$ cat config.mk
export PLATFORM = sky130hd
export DESIGN_NAME = exe_stage
export DESIGN_NICKNAME = d
export VERILOG_FILES = /design/src/common/exe_pkg.sv /design/src/common/div_if.sv /design/src/logic/exe_stage.sv /design/src/divider/div_radix4.sv /design/src/logic/exe_ctrl.sv /design/src/logic/hilo_unit.sv /design/src/logic/alu_core.sv
export VERILOG_INCLUDE_DIRS = /design/src /design/src/common
export SDC_FILE = /design/constraint.sdc
export NUM_CORES = 2
export LEC_CHECK = 0
export ABC_AREA = 1
export BUFFER_PORTS_ARGS = -buffer_cell sky130_fd_sc_hd__buf_4
export CORE_MARGIN = 8
export CORE_UTILIZATION = 30
export CTS_BUF_LIST = sky130_fd_sc_hd__clkbuf_4
export DETAILED_ROUTE_END_ITERATION = 10
export PLACE_DENSITY_LB_ADDON = 0.25
export SLEW_MARGIN = 20
export SYNTH_ARGS = -nofsm -noshare
export SYNTH_HDL_FRONTEND = slang
export SYNTH_SLANG_ARGS = --single-unit
$ cat constraint.sdc
create_clock -name cpu_clk_50M -period 22 [get_ports cpu_clk_50M]
set_input_delay 3.3 -clock cpu_clk_50M [delete_from_list [all_inputs] [get_ports cpu_clk_50M]]
set_output_delay 3.3 -clock cpu_clk_50M [all_outputs]
set_load 0.01 [all_outputs]
$ cat src/common/exe_defs.svh
`ifndef EXE_DEFS_SVH
`define EXE_DEFS_SVH

// data word and the hi/lo pair
`define EXE_WORD_W      32
`define EXE_DWORD_W     64

// radix-4 divider, two quotient bits per step
`define EXE_DIV_STEPS   17

// wide enough to count up to EXE_DIV_STEPS
`define EXE_DIV_CNT_W   5

`endif
$ cat src/common/exe_pkg.sv
`include "exe_defs.svh"

package exe_pkg;

    typedef logic [`EXE_WORD_W-1:0]  word_t;
    // hi in the upper half
    typedef logic [`EXE_DWORD_W-1:0] dword_t;

    typedef enum logic [7:0] {
        OP_NOP   = 8'h00,
        OP_AND   = 8'h01, OP_ANDI  = 8'h02, OP_OR    = 8'h03, OP_ORI   = 8'h04,
        OP_XOR   = 8'h05, OP_XORI  = 8'h06, OP_NOR   = 8'h07, OP_LUI   = 8'h08,
        OP_ADD   = 8'h10, OP_ADDI  = 8'h11, OP_ADDU  = 8'h12, OP_ADDIU = 8'h13,
        OP_SUB   = 8'h14, OP_SUBU  = 8'h15,
        OP_SLT   = 8'h16, OP_SLTI  = 8'h17, OP_SLTU  = 8'h18, OP_SLTIU = 8'h19,
        OP_LB    = 8'h20, OP_LBU   = 8'h21, OP_LH    = 8'h22, OP_LHU   = 8'h23,
        OP_LW    = 8'h24, OP_SB    = 8'h25, OP_SH    = 8'h26, OP_SW    = 8'h27,
        OP_SLL   = 8'h30, OP_SLLV  = 8'h31, OP_SRL   = 8'h32, OP_SRLV  = 8'h33,
        OP_SRA   = 8'h34, OP_SRAV  = 8'h35,
        OP_MULT  = 8'h40, OP_MULTU = 8'h41, OP_MTHI  = 8'h42, OP_MTLO  = 8'h43,
        OP_MFHI  = 8'h44, OP_MFLO  = 8'h45, OP_DIV   = 8'h46, OP_DIVU  = 8'h47
    } alu_op_t;

    // result class, picks which value lands in wd
    typedef enum logic [2:0] {
        TYPE_NOP   = 3'd0,
        TYPE_LOGIC = 3'd1,
        TYPE_ARITH = 3'd2,
        TYPE_SHIFT = 3'd3,
        TYPE_MOVE  = 3'd4
    } alu_type_t;

    typedef enum logic [4:0] {
        EXC_NONE     = 5'h00,
        EXC_OV       = 5'h0c,
        EXC_DIV_ZERO = 5'h0d
    } exc_code_t;

endpackage

$ cat src/common/div_if.sv
`timescale 1ns/1ps

interface div_if;
    import exe_pkg::*;

    logic   start;
    logic   is_signed;
    word_t  dividend;
    word_t  divisor;
    logic   ready;
    // remainder in hi, quotient in lo
    dword_t result;

    modport ctrl (
        output start, is_signed, dividend, divisor,
        input  ready, result
    );

    modport div (
        input  start, is_signed, dividend, divisor,
        output ready, result
    );

endinterface

$ cat src/logic/exe_stage.sv
`timescale 1ns/1ps

module exe_stage (
    input  logic                cpu_clk_50M,
    input  logic                rst_n_i,
    input  exe_pkg::alu_op_t    aluop_i,
    input  exe_pkg::alu_type_t  alutype_i,
    input  exe_pkg::word_t      src1_i,
    input  exe_pkg::word_t      src2_i,
    input  exe_pkg::word_t      hi_i,
    input  exe_pkg::word_t      lo_i,
    input  logic                mem_whilo_i,
    input  logic                wb_whilo_i,
    input  exe_pkg::dword_t     mem_hilo_i,
    input  exe_pkg::dword_t     wb_hilo_i,
    input  exe_pkg::exc_code_t  exccode_i,
    output exe_pkg::word_t      wd_o,
    output exe_pkg::dword_t     hilo_o,
    output exe_pkg::exc_code_t  exccode_o,
    output logic                stall_o
);
    import exe_pkg::*;

    word_t  alu_res;
    logic   alu_ov;
    word_t  move_res;
    dword_t hilo_res;

    div_if div_bus ();

    exe_ctrl u_exe_ctrl (
        .cpu_clk_50M (cpu_clk_50M),
        .rst_n_i     (rst_n_i),
        .aluop_i     (aluop_i),
        .alutype_i   (alutype_i),
        .exccode_i   (exccode_i),
        .src1_i      (src1_i),
        .src2_i      (src2_i),
        .alu_res_i   (alu_res),
        .alu_ov_i    (alu_ov),
        .move_res_i  (move_res),
        .hilo_res_i  (hilo_res),
        .wd_o        (wd_o),
        .hilo_o      (hilo_o),
        .exccode_o   (exccode_o),
        .stall_o     (stall_o),
        .div_bus     (div_bus.ctrl)
    );

    alu_core u_alu_core (
        .aluop_i (aluop_i),
        .src1_i  (src1_i),
        .src2_i  (src2_i),
        .res_o   (alu_res),
        .ov_o    (alu_ov)
    );

    hilo_unit u_hilo_unit (
        .aluop_i     (aluop_i),
        .src1_i      (src1_i),
        .src2_i      (src2_i),
        .hi_i        (hi_i),
        .lo_i        (lo_i),
        .mem_whilo_i (mem_whilo_i),
        .mem_hilo_i  (mem_hilo_i),
        .wb_whilo_i  (wb_whilo_i),
        .wb_hilo_i   (wb_hilo_i),
        .move_res_o  (move_res),
        .hilo_res_o  (hilo_res)
    );

    div_radix4 u_div_radix4 (
        .cpu_clk_50M (cpu_clk_50M),
        .rst_n_i     (rst_n_i),
        .div_bus     (div_bus.div)
    );

endmodule

$ cat src/divider/div_radix4.sv
`timescale 1ns/1ps
`include "exe_defs.svh"

module div_radix4 (
    input  logic cpu_clk_50M,
    input  logic rst_n_i,
    div_if.div   div_bus
);
    import exe_pkg::*;

    localparam int WORD_W = `EXE_WORD_W;
    localparam int QUO_W  = 2 * `EXE_DIV_STEPS;
    localparam int PART_W = WORD_W + 2;
    localparam logic [`EXE_DIV_CNT_W-1:0] LAST_STEP = `EXE_DIV_STEPS;

    typedef enum logic [1:0] {
        DIV_IDLE,
        DIV_ZERO,
        DIV_RUN,
        DIV_END
    } div_state_t;

    div_state_t                state;
    logic [`EXE_DIV_CNT_W-1:0] cnt;
    word_t                     rem;
    logic [QUO_W-1:0]          quo;
    word_t                     dsr;
    logic                      neg_quo;
    logic                      neg_rem;
    word_t                     abs_dividend;
    word_t                     abs_divisor;
    logic [PART_W-1:0]         part;
    logic [PART_W-1:0]         dsr_x1;
    logic [PART_W-1:0]         dsr_x2;
    logic [PART_W-1:0]         dsr_x3;
    logic [PART_W:0]           diff1;
    logic [PART_W:0]           diff2;
    logic [PART_W:0]           diff3;
    word_t                     rem_next;
    logic [1:0]                qbits;

    assign abs_dividend = (div_bus.is_signed && div_bus.dividend[WORD_W-1]) ?
                          -div_bus.dividend : div_bus.dividend;
    assign abs_divisor  = (div_bus.is_signed && div_bus.divisor[WORD_W-1]) ?
                          -div_bus.divisor : div_bus.divisor;

    // partial remainder with the next two dividend bits
    assign part   = {rem, quo[QUO_W-1 -: 2]};
    assign dsr_x1 = {2'b00, dsr};
    assign dsr_x2 = {1'b0, dsr, 1'b0};
    assign dsr_x3 = dsr_x1 + dsr_x2;
    assign diff1  = {1'b0, part} - {1'b0, dsr_x1};
    assign diff2  = {1'b0, part} - {1'b0, dsr_x2};
    assign diff3  = {1'b0, part} - {1'b0, dsr_x3};

    // largest multiple that still fits
    always_comb begin
        if (!diff3[PART_W]) begin
            qbits    = 2'd3;
            rem_next = diff3[WORD_W-1:0];
        end else if (!diff2[PART_W]) begin
            qbits    = 2'd2;
            rem_next = diff2[WORD_W-1:0];
        end else if (!diff1[PART_W]) begin
            qbits    = 2'd1;
            rem_next = diff1[WORD_W-1:0];
        end else begin
            qbits    = 2'd0;
            rem_next = part[WORD_W-1:0];
        end
    end

    always_ff @(posedge cpu_clk_50M) begin
        if (!rst_n_i) begin
            state          <= DIV_IDLE;
            cnt            <= '0;
            div_bus.ready  <= 1'b0;
            div_bus.result <= '0;
        end else begin
            case (state)
                DIV_IDLE: begin
                    div_bus.ready  <= 1'b0;
                    div_bus.result <= '0;
                    if (div_bus.start) begin
                        cnt   <= '0;
                        state <= (div_bus.divisor == '0) ? DIV_ZERO : DIV_RUN;
                    end
                end
                DIV_ZERO: state <= DIV_END;
                DIV_RUN: begin
                    // the step after the last iteration fixes signs
                    if (cnt != LAST_STEP) begin
                        cnt <= cnt + 1'b1;
                    end else begin
                        state <= DIV_END;
                    end
                end
                DIV_END: begin
                    if (!div_bus.start) begin
                        state          <= DIV_IDLE;
                        div_bus.ready  <= 1'b0;
                        div_bus.result <= '0;
                    end else begin
                        div_bus.ready  <= 1'b1;
                        div_bus.result <= {rem, quo[WORD_W-1:0]};
                    end
                end
                default: state <= DIV_IDLE;
            endcase
        end
    end

    always_ff @(posedge cpu_clk_50M) begin
        case (state)
            DIV_IDLE: begin
                if (div_bus.start) begin
                    rem     <= '0;
                    quo     <= {{(QUO_W-WORD_W){1'b0}}, abs_dividend};
                    dsr     <= abs_divisor;
                    neg_quo <= div_bus.is_signed &&
                               (div_bus.dividend[WORD_W-1] ^ div_bus.divisor[WORD_W-1]);
                    neg_rem <= div_bus.is_signed && div_bus.dividend[WORD_W-1];
                end
            end
            DIV_ZERO: begin
                rem <= '0;
                quo <= '0;
            end
            DIV_RUN: begin
                if (cnt != LAST_STEP) begin
                    rem <= rem_next;
                    quo <= {quo[QUO_W-3:0], qbits};
                end else begin
                    if (neg_quo) begin
                        quo[WORD_W-1:0] <= -quo[WORD_W-1:0];
                    end
                    // remainder follows the dividend sign
                    if (neg_rem) begin
                        rem <= -rem;
                    end
                end
            end
            default: begin
            end
        endcase
    end

endmodule

$ cat src/logic/exe_ctrl.sv
`timescale 1ns/1ps

module exe_ctrl (
    input  logic                cpu_clk_50M,
    input  logic                rst_n_i,
    input  exe_pkg::alu_op_t    aluop_i,
    input  exe_pkg::alu_type_t  alutype_i,
    input  exe_pkg::exc_code_t  exccode_i,
    input  exe_pkg::word_t      src1_i,
    input  exe_pkg::word_t      src2_i,
    input  exe_pkg::word_t      alu_res_i,
    input  logic                alu_ov_i,
    input  exe_pkg::word_t      move_res_i,
    input  exe_pkg::dword_t     hilo_res_i,
    output exe_pkg::word_t      wd_o,
    output exe_pkg::dword_t     hilo_o,
    output exe_pkg::exc_code_t  exccode_o,
    output logic                stall_o,
    div_if.ctrl                 div_bus
);
    import exe_pkg::*;

    logic  is_div;
    logic  ov_op;
    logic  div_busy_q;
    logic  signed_q;
    word_t op1_q;
    word_t op2_q;

    assign is_div = (aluop_i == OP_DIV) || (aluop_i == OP_DIVU);
    assign ov_op  = (aluop_i == OP_ADD) || (aluop_i == OP_ADDI) || (aluop_i == OP_SUB);

    // start stays up until the divider reports ready
    assign div_bus.start = is_div && !div_bus.ready;

    // operands frozen for the rest of a running divide
    assign div_bus.dividend  = div_busy_q ? op1_q : src1_i;
    assign div_bus.divisor   = div_busy_q ? op2_q : src2_i;
    assign div_bus.is_signed = div_busy_q ? signed_q : (aluop_i == OP_DIV);

    always_ff @(posedge cpu_clk_50M) begin
        if (!rst_n_i) begin
            div_busy_q <= 1'b0;
        end else begin
            div_busy_q <= div_bus.start;
        end
    end

    always_ff @(posedge cpu_clk_50M) begin
        if (div_bus.start && !div_busy_q) begin
            op1_q    <= src1_i;
            op2_q    <= src2_i;
            signed_q <= (aluop_i == OP_DIV);
        end
    end

    always_comb begin
        if (!rst_n_i) begin
            wd_o      = '0;
            hilo_o    = '0;
            exccode_o = EXC_NONE;
            stall_o   = 1'b0;
        end else begin
            stall_o = div_bus.start;
            case (alutype_i)
                TYPE_LOGIC, TYPE_ARITH, TYPE_SHIFT: wd_o = alu_res_i;
                TYPE_MOVE:                          wd_o = move_res_i;
                default:                            wd_o = '0;
            endcase
            hilo_o = is_div ? div_bus.result : hilo_res_i;
            // earlier stage exceptions take priority
            if (exccode_i != EXC_NONE) begin
                exccode_o = exccode_i;
            end else if (ov_op && alu_ov_i) begin
                exccode_o = EXC_OV;
            end else if (is_div && (div_bus.divisor == '0)) begin
                exccode_o = EXC_DIV_ZERO;
            end else begin
                exccode_o = EXC_NONE;
            end
        end
    end

endmodule

$ cat src/logic/hilo_unit.sv
`timescale 1ns/1ps
`include "exe_defs.svh"

module hilo_unit (
    input  exe_pkg::alu_op_t aluop_i,
    input  exe_pkg::word_t   src1_i,
    input  exe_pkg::word_t   src2_i,
    input  exe_pkg::word_t   hi_i,
    input  exe_pkg::word_t   lo_i,
    input  logic             mem_whilo_i,
    input  exe_pkg::dword_t  mem_hilo_i,
    input  logic             wb_whilo_i,
    input  exe_pkg::dword_t  wb_hilo_i,
    output exe_pkg::word_t   move_res_o,
    output exe_pkg::dword_t  hilo_res_o
);
    import exe_pkg::*;

    localparam int W = `EXE_WORD_W;

    dword_t               hilo_fwd;
    logic                 mul_signed;
    logic signed [W:0]    mul_a;
    logic signed [W:0]    mul_b;
    logic signed [2*W+1:0] mul_p;

    // newest write wins
    assign hilo_fwd = mem_whilo_i ? mem_hilo_i :
                      wb_whilo_i  ? wb_hilo_i  : {hi_i, lo_i};

    assign move_res_o = (aluop_i == OP_MFHI) ? hilo_fwd[2*W-1:W] :
                        (aluop_i == OP_MFLO) ? hilo_fwd[W-1:0]   : '0;

    // one 33x33 signed multiplier for both mult flavours
    assign mul_signed = (aluop_i == OP_MULT);
    assign mul_a = {mul_signed & src1_i[W-1], src1_i};
    assign mul_b = {mul_signed & src2_i[W-1], src2_i};
    assign mul_p = mul_a * mul_b;

    always_comb begin
        case (aluop_i)
            OP_MULT, OP_MULTU: hilo_res_o = mul_p[2*W-1:0];
            OP_MTHI:           hilo_res_o = {src1_i, lo_i};
            OP_MTLO:           hilo_res_o = {hi_i, src1_i};
            default:           hilo_res_o = '0;
        endcase
    end

endmodule

$ cat src/logic/alu_core.sv
`timescale 1ns/1ps
`include "exe_defs.svh"

module alu_core (
    input  exe_pkg::alu_op_t aluop_i,
    input  exe_pkg::word_t   src1_i,
    input  exe_pkg::word_t   src2_i,
    output exe_pkg::word_t   res_o,
    output logic             ov_o
);
    import exe_pkg::*;

    localparam int MSB     = `EXE_WORD_W - 1;
    localparam int SHAMT_W = $clog2(`EXE_WORD_W);

    word_t              sum;
    word_t              diff;
    logic [SHAMT_W-1:0] shamt;
    logic               add_ov;
    logic               sub_ov;

    assign sum   = src1_i + src2_i;
    assign diff  = src1_i - src2_i;
    // shift amount always from the low bits of src1
    assign shamt = src1_i[SHAMT_W-1:0];

    // same-sign operands giving a flipped sign
    assign add_ov = (src1_i[MSB] == src2_i[MSB]) && (sum[MSB] != src1_i[MSB]);
    assign sub_ov = (src1_i[MSB] != src2_i[MSB]) && (diff[MSB] != src1_i[MSB]);

    assign ov_o = ((aluop_i == OP_SUB) || (aluop_i == OP_SUBU)) ? sub_ov : add_ov;

    always_comb begin
        case (aluop_i)
            OP_AND, OP_ANDI: res_o = src1_i & src2_i;
            OP_OR, OP_ORI:   res_o = src1_i | src2_i;
            OP_XOR, OP_XORI: res_o = src1_i ^ src2_i;
            OP_NOR:          res_o = ~(src1_i | src2_i);
            OP_LUI:          res_o = src2_i;

            // address adds share the adder
            OP_ADD, OP_ADDI, OP_ADDU, OP_ADDIU,
            OP_LB, OP_LBU, OP_LH, OP_LHU, OP_LW,
            OP_SB, OP_SH, OP_SW: res_o = sum;
            OP_SUB, OP_SUBU:     res_o = diff;

            OP_SLT, OP_SLTI: begin
                res_o = {{MSB{1'b0}}, ($signed(src1_i) < $signed(src2_i))};
            end
            OP_SLTU, OP_SLTIU: begin
                res_o = {{MSB{1'b0}}, (src1_i < src2_i)};
            end

            OP_SLL, OP_SLLV: res_o = src2_i << shamt;
            OP_SRL, OP_SRLV: res_o = src2_i >> shamt;
            OP_SRA, OP_SRAV: res_o = word_t'($signed(src2_i) >>> shamt);

            default: res_o = '0;
        endcase
    end

endmodule

==> After elaboration in Yosys (flattened, before gate mapping) <==
Cells that the tools add are included.
{ "totals": {"reg_bits": 238, "inputBits": 276, "out_inout_bits": 102, "elab_cells": 183} }
{ "classes": {"add_sub_neg": 11, "mul": 1, "magnitude_cmp": 2, "n_eq_ne": 58, "shifts": 3, "n_mux": 48, "n_bitwise": 7, "n_reduce_logical": 39} }
{ "op_table": {"columns": ["op", "count"], "rows": [
  ["32-bit two-way mux", 15],
  ["32-bit one-hot mux with 12 select lines", 1],
  ["64-bit two-way mux", 5],
  ["64-bit one-hot mux with 3 select lines", 1],
  ["32-bit negation", 4],
  ["64-bit one-hot mux with 2 select lines", 1],
  ["8-bit by 6-bit == test with 1-bit output (second input constant)", 14],
  ["34-bit one-hot mux with 3 select lines", 1],
  ["32-bit one-hot mux with 3 select lines", 1],
  ["8-bit by 5-bit == test with 1-bit output (second input constant)", 10],
  ["8-bit by 7-bit == test with 1-bit output (second input constant)", 8],
  ["32-bit less-than comparator", 2],
  ["33-bit by 33-bit multiplier with 64-bit output", 1],
  ["32-bit one-hot mux with 2 select lines", 1],
  ["34-bit by 32-bit subtractor with 35-bit output", 1],
  ["34-bit by 33-bit subtractor with 35-bit output", 1],
  ["34-bit by 34-bit subtractor with 35-bit output", 1],
  ["32-bit by 33-bit adder with 34-bit output", 1],
  ["34-bit two-way mux", 1],
  ["32-bit adder", 1],
  ["32-bit AND", 1],
  ["8-bit by 3-bit == test with 1-bit output (second input constant)", 4],
  ["32-bit zero test", 1],
  ["32-bit NOT", 1],
  ["42 further kinds", 91]
]} }

==> Depth between registers and ports, before layout <==
{ "logic_depth": {"ltp_word": 8, "mapped_depth": 34, "mapped_depth_nobuf": 32} }

==> Modules after synthesis <==
Synthesis repeated with hierarchy kept, for this count alone.
{ "unflattened": {"hier_cells": 11261, "hier_area_um2": 75809.0} }
{ "by_module_without_submodules": {"columns": ["module", "instances", "cells_per_inst", "area_per_inst_um2", "seq_area_each_um2"], "rows": [
  ["hilo_unit", 1, 5550, 42724.7, 0.0],
  ["div_radix4", 1, 2710, 17563.1, 4444.3],
  ["alu_core", 1, 2303, 10936.7, 0.0],
  ["exe_ctrl", 1, 698, 4584.4, 1971.9]
]} }

==> Least setup slack after synthesis <==
No wires, ideal clock.
{ "synth_path": {"kind": "input -> output", "start": "input aluop_i[5]", "end": "output hilo_o[63]", "arrival_ps": 10678, "required_ps": 18700, "slack_ps": 8022, "cell_stages": 31, "n_path_buf": 2, "path_cell_list": "inv_1 > nand4_2 > nor2_2 > inv_1 > clkbuf_1 > buf_1 > nor2_1 > fa_1 > inv_1 > fa_1 > inv_1 > fa_1 > inv_1 > fa_1 > fa_1 > inv_1 > fa_1 > inv_1 > fa_1 > fa_1 > inv_1 > ha_1 > a21oi_1 > nor3_1 > a211oi_1 > nand3_1 > a21oi_1 > nand2_1 > nand3_1 > nand3_1 > a21oi_1"} }
{ "synth_between": {"elab_chain_cells": 6, "word_cells_on_any_way": 14, "classes_between": "mul (1); eq/ne (6); mux (3); bitwise (2); reduce/logical (2)"} }
{ "synth_lines": {"columns": ["element", "line_no", "text"], "rows": [
  ["from (decl)", "exe_stage.sv:6", "input exe_pkg::alu_op_t aluop_i,"],
  ["8-bit by 7-bit == test with 1-bit output", "hilo_unit.sv:35, hilo_unit.sv:41", null],
  ["1-bit AND, on equally long branches", "hilo_unit.sv:36, hilo_unit.sv:37", null],
  ["33-bit by 33-bit multiplier with 64-bit output", "hilo_unit.sv:38", "assign mul_p = mul_a * mul_b;"],
  ["64-bit one-hot mux with 3 select lines", "hilo_unit.sv:41", "case (aluop_i)"],
  ["64-bit two-way mux (*)", "exe_ctrl.sv:70", "hilo_o = is_div ? div_bus.result : hilo_res_i;"],
  ["64-bit two-way mux (*)", "exe_ctrl.sv:58", "if (!rst_n_i) begin"],
  ["to (decl)", "exe_stage.sv:18", "output exe_pkg::dword_t hilo_o,"]
]} }
Every way passes the cells marked *; elsewhere a longest branch is shown, timed or not.

==> Worst setup path in the final report <==
Same ends and word-level chain as after synthesis.

==> impl_results.md <==
- Main combinational cell family by area after synthesis: adder cells
- Layout cells sized above 1: 7.195%
- Fin worst setup slack: 5.430 ns
- Hold Crit Start: u_div_radix4.div_bus.result[6]
- Syn_nets: 12,436
- Critical Path Most Common Cell: fa_1
- Die Area: 259,600 um^2
- Crit path max-delay cell type: fa_1
- Mux share of post-synthesis cell area: 0.1096%
- CTS Buf Count: 76
- Nets@finish: 12,505
- CTS sink count: 238
- DP Wirelength: 348,700 um
- PortBufs: 377
- Post-route cell area: 79,970 um^2
- FF+latch count, synth: 238
- Detailed-route via count: 75,289
- Crit path max fanout: 29
- Number of max-slew violations in the final report: 0
- Xor-xnor portion of the synthesized cell area: 1.726%
- Clk pin slew, worst setup/hold paths: 0.06 ns
- Post-route minimum period: 16.57 ns
- Syn Area/Cell: 6.902 um^2
- H-Tree Depth: 3
- Met3 Wirelength: 36,840 um
- # setup viols final: 0
- # hold bufs at CTS: 0
- RSZ-0062 raised after global routing: no
- HP Class: reg2reg
- Final Cycle Share: 75.32%
- Post-CTS resize count: 0
- Vias in the first global route: 76,369
- Highest metal layer with signal wires: met5
- Reg2reg start: u_div_radix4.dsr[26]
- DRT met1 WL: 170,500 um
- All-Layer GR Usage: 31.86%
- Final wirelength: 425,100 um
- CP arrival: 13.27 ns
- Setup Skew: 0.07696 ns
- Die Wd: 509.5 um
- Most common cell after layout, fill and taps aside: nand2_1
- Fill count: 26,850
- CTS tree: built
- Synth Area in Adders: 38.91%
- Share of the synthesized area in the top cell type: 31.79%
- Yosys warns: 0
- Critical Path RT: 18.70 ns
- Top FF cell, synth: edfxtp_1
- CP top delay family: adder cells
- Relative slew slack: 15.97%
- Worst setup startpoint: aluop_i[5]
- Core area: 242,800 um^2
- Crit end category: output port
- Synthesis-to-layout area growth: 9.462%
- Starting DRT DRC Count: 8,516
- Simple-Gate Fraction of Synth Area: 24.14%
- Compound-cell area share of the yosys netlist: 12.06%
- Tightest Pin Transition: 1.247 ns
- Setup crit start kind: input port
- Yosys cell types: 60
- Vias per inst: 5.402
- Die Y: 509.5 um
- Routability Congestion: 1.041
- Routed WL per cell: 30.50 um
- Area after DPL: 78,870 um^2
- Drc violations: 0
- Global-route wire length before repair: 589,700 um
- Cell count after synthesis: 10,584
- Finished Core Util: 32.94%
- Ports: 378
- Post-synthesis sequential area ratio: 8.783%
- Max Cap Viol: 0
- FFs w/ async S/R, synth: 0%
- EDFF count, synth: 165
- Cell taking the most area after synthesis: fa_1
- Post-Syn Area: 73,060 um^2
- Drt first pass iters: 8
- Antenna violations before repair: 45
- Most frequent cells in the layout: nand2_1 (2,719), inv_1 (2,205), fa_1 (1,160), nor2_1 (734), a21oi_1 (647)
- Multi-input logic area: 56,310 um^2
- Worst-Skew Late Latency: 0.87 ns
- Setup TNS: 0 ns
- Hold Fails Final Rpt: 0
- Clock Path Buffers: 3
- Critical Setup Path Class: in2out
- DP Worst Slack: 5.405 ns
- Rows: 181
- Pin count of the biggest net entering global routing: 81
- Status: complete, no violations
- Initial Util: 30.09%
- Largest cells by area after synthesis: fa_1 (32%), nand2_1 (14%), inv_1 (11%), ha_1 (7.1%), edfxtp_1 (6.8%)
- Fmax: 60.35 MHz
- Antenna Nets Post-Route: 0
- CP bufs+invs: 10
- Aggregate global routing overflow: 0
- Met2 wire length: 186,600 um
- Root Driver: clkbuf_4
- Post-CTS setup buffers: 0
- Register Area: 6417 um^2
- Worst path max stage delay: 1.03 ns
## final timing paths
kind	slack, ns	end	depth (start not counted)
setup / recovery	5.43	hilo_o[63]	32
hold / removal	0.47	u_div_radix4.div_bus.result[6]	2
setup reg to reg	17.47	u_div_radix4.rem[0]	13
hold reg to reg	0.47	u_div_radix4.div_bus.result[6]	2
## routing by layer
layer  vias to the layer above  GRT usage (%)
li1                      32767              -
met1                     37728          40.79
met2                      3958          50.38
met3                       814          5.915
met4                        22          18.38
met5                         -              0
## Yosys cell counts, types with 5 or more instances
cell type	instances
o211ai_1	58
o221ai_1	17
or2_2	47
a21o_1	19
o2111ai_1	8
dfxtp_1	73
or2_1	5
o31ai_1	35
a31oi_1	34
o21bai_1	40
o21ai_1	71
mux2i_1	8
buf_4	7
nand3_2	6
a22oi_1	11
ha_1	416
a21boi_0	8
nor3_1	79
a21oi_1	647
xnor2_1	47
nor3_2	7
o21ai_2	8
a211oi_1	38
buf_1	51
o21a_1	14
edfxtp_1	165
inv_1	2209
nor2_2	20
nand4_1	102
nand2_1	2721
nand3b_1	23
nand3_1	498
xor2_1	97
nor2_1	742
o21ai_0	469
buf_6	5
a221oi_1	12
inv_2	26
nor4_1	24
buf_2	50
fa_1	1160
clkbuf_1	389
o22ai_1	81
## flip-flops by register name, indices dropped and copies added (netlist names)
| signal | cells |
|---|---|
| u_div_radix4.cnt | 5 |
| u_div_radix4.div_bus.ready | 1 |
| u_div_radix4.div_bus.result | 64 |
| u_div_radix4.dsr | 32 |
| u_div_radix4.neg_quo | 1 |
| u_div_radix4.neg_rem | 1 |
| u_div_radix4.quo | 34 |
| u_div_radix4.rem | 32 |
| u_div_radix4.state | 2 |
| u_exe_ctrl.div_busy_q | 1 |
| u_exe_ctrl.op1_q | 32 |
| u_exe_ctrl.op2_q | 32 |
| u_exe_ctrl.signed_q | 1 |
## worst reg2reg max path, stage by stage (launching register included)
cell	delay, ns
edfxtp_1	0.37
inv_1	0.53
fa_1	0.54
ha_1	0.35
a21oi_1	0.29
o21ai_0	0.22
nand2_1	0.11
o211ai_1	0.17
a21oi_1	0.18
nand3_1	0.12
inv_2	0.56
o21ai_0	0.48
o21ai_0	0.25
o21ai_0	0.10
## layout make-up
| class | instances | area share [%] |
|---|---|---|
| diodes | 18 | 0.05633 |
| clock buffers | 121 | 1.136 |
| clock inverters | 20 | 0.1846 |
| inverters | 2240 | 10.53 |
| multi-input cells | 7604 | 70.41 |
| flip-flops and latches | 238 | 8.025 |
| well taps | 3202 | 5.010 |
| repair buffers | 493 | 4.644 |
## metrics by stage
stage          hold WS [ns]  std cells
2_1_floorplan        0.4364      10584
3_3_place_gp         0.4488      13775
3_5_place_dp         0.4551      13777
4_1_cts              0.4639      13918
5_1_grt              0.4803      13923
6_report             0.4654      13936
## cell families after synthesis
group / Yosys count
buffers and inverters: 2742
AO/OA/AOI/OAI: 1578
adder cells (fa/ha/maj): 1576
multiplexers: 8
flip-flops: 238
AND/OR/NAND/NOR: 4298
XOR/XNOR: 144
Power is left out: the tool's default activity adds up to more than one toggle a clock period on the data nets, which glitch-free logic cannot reach.
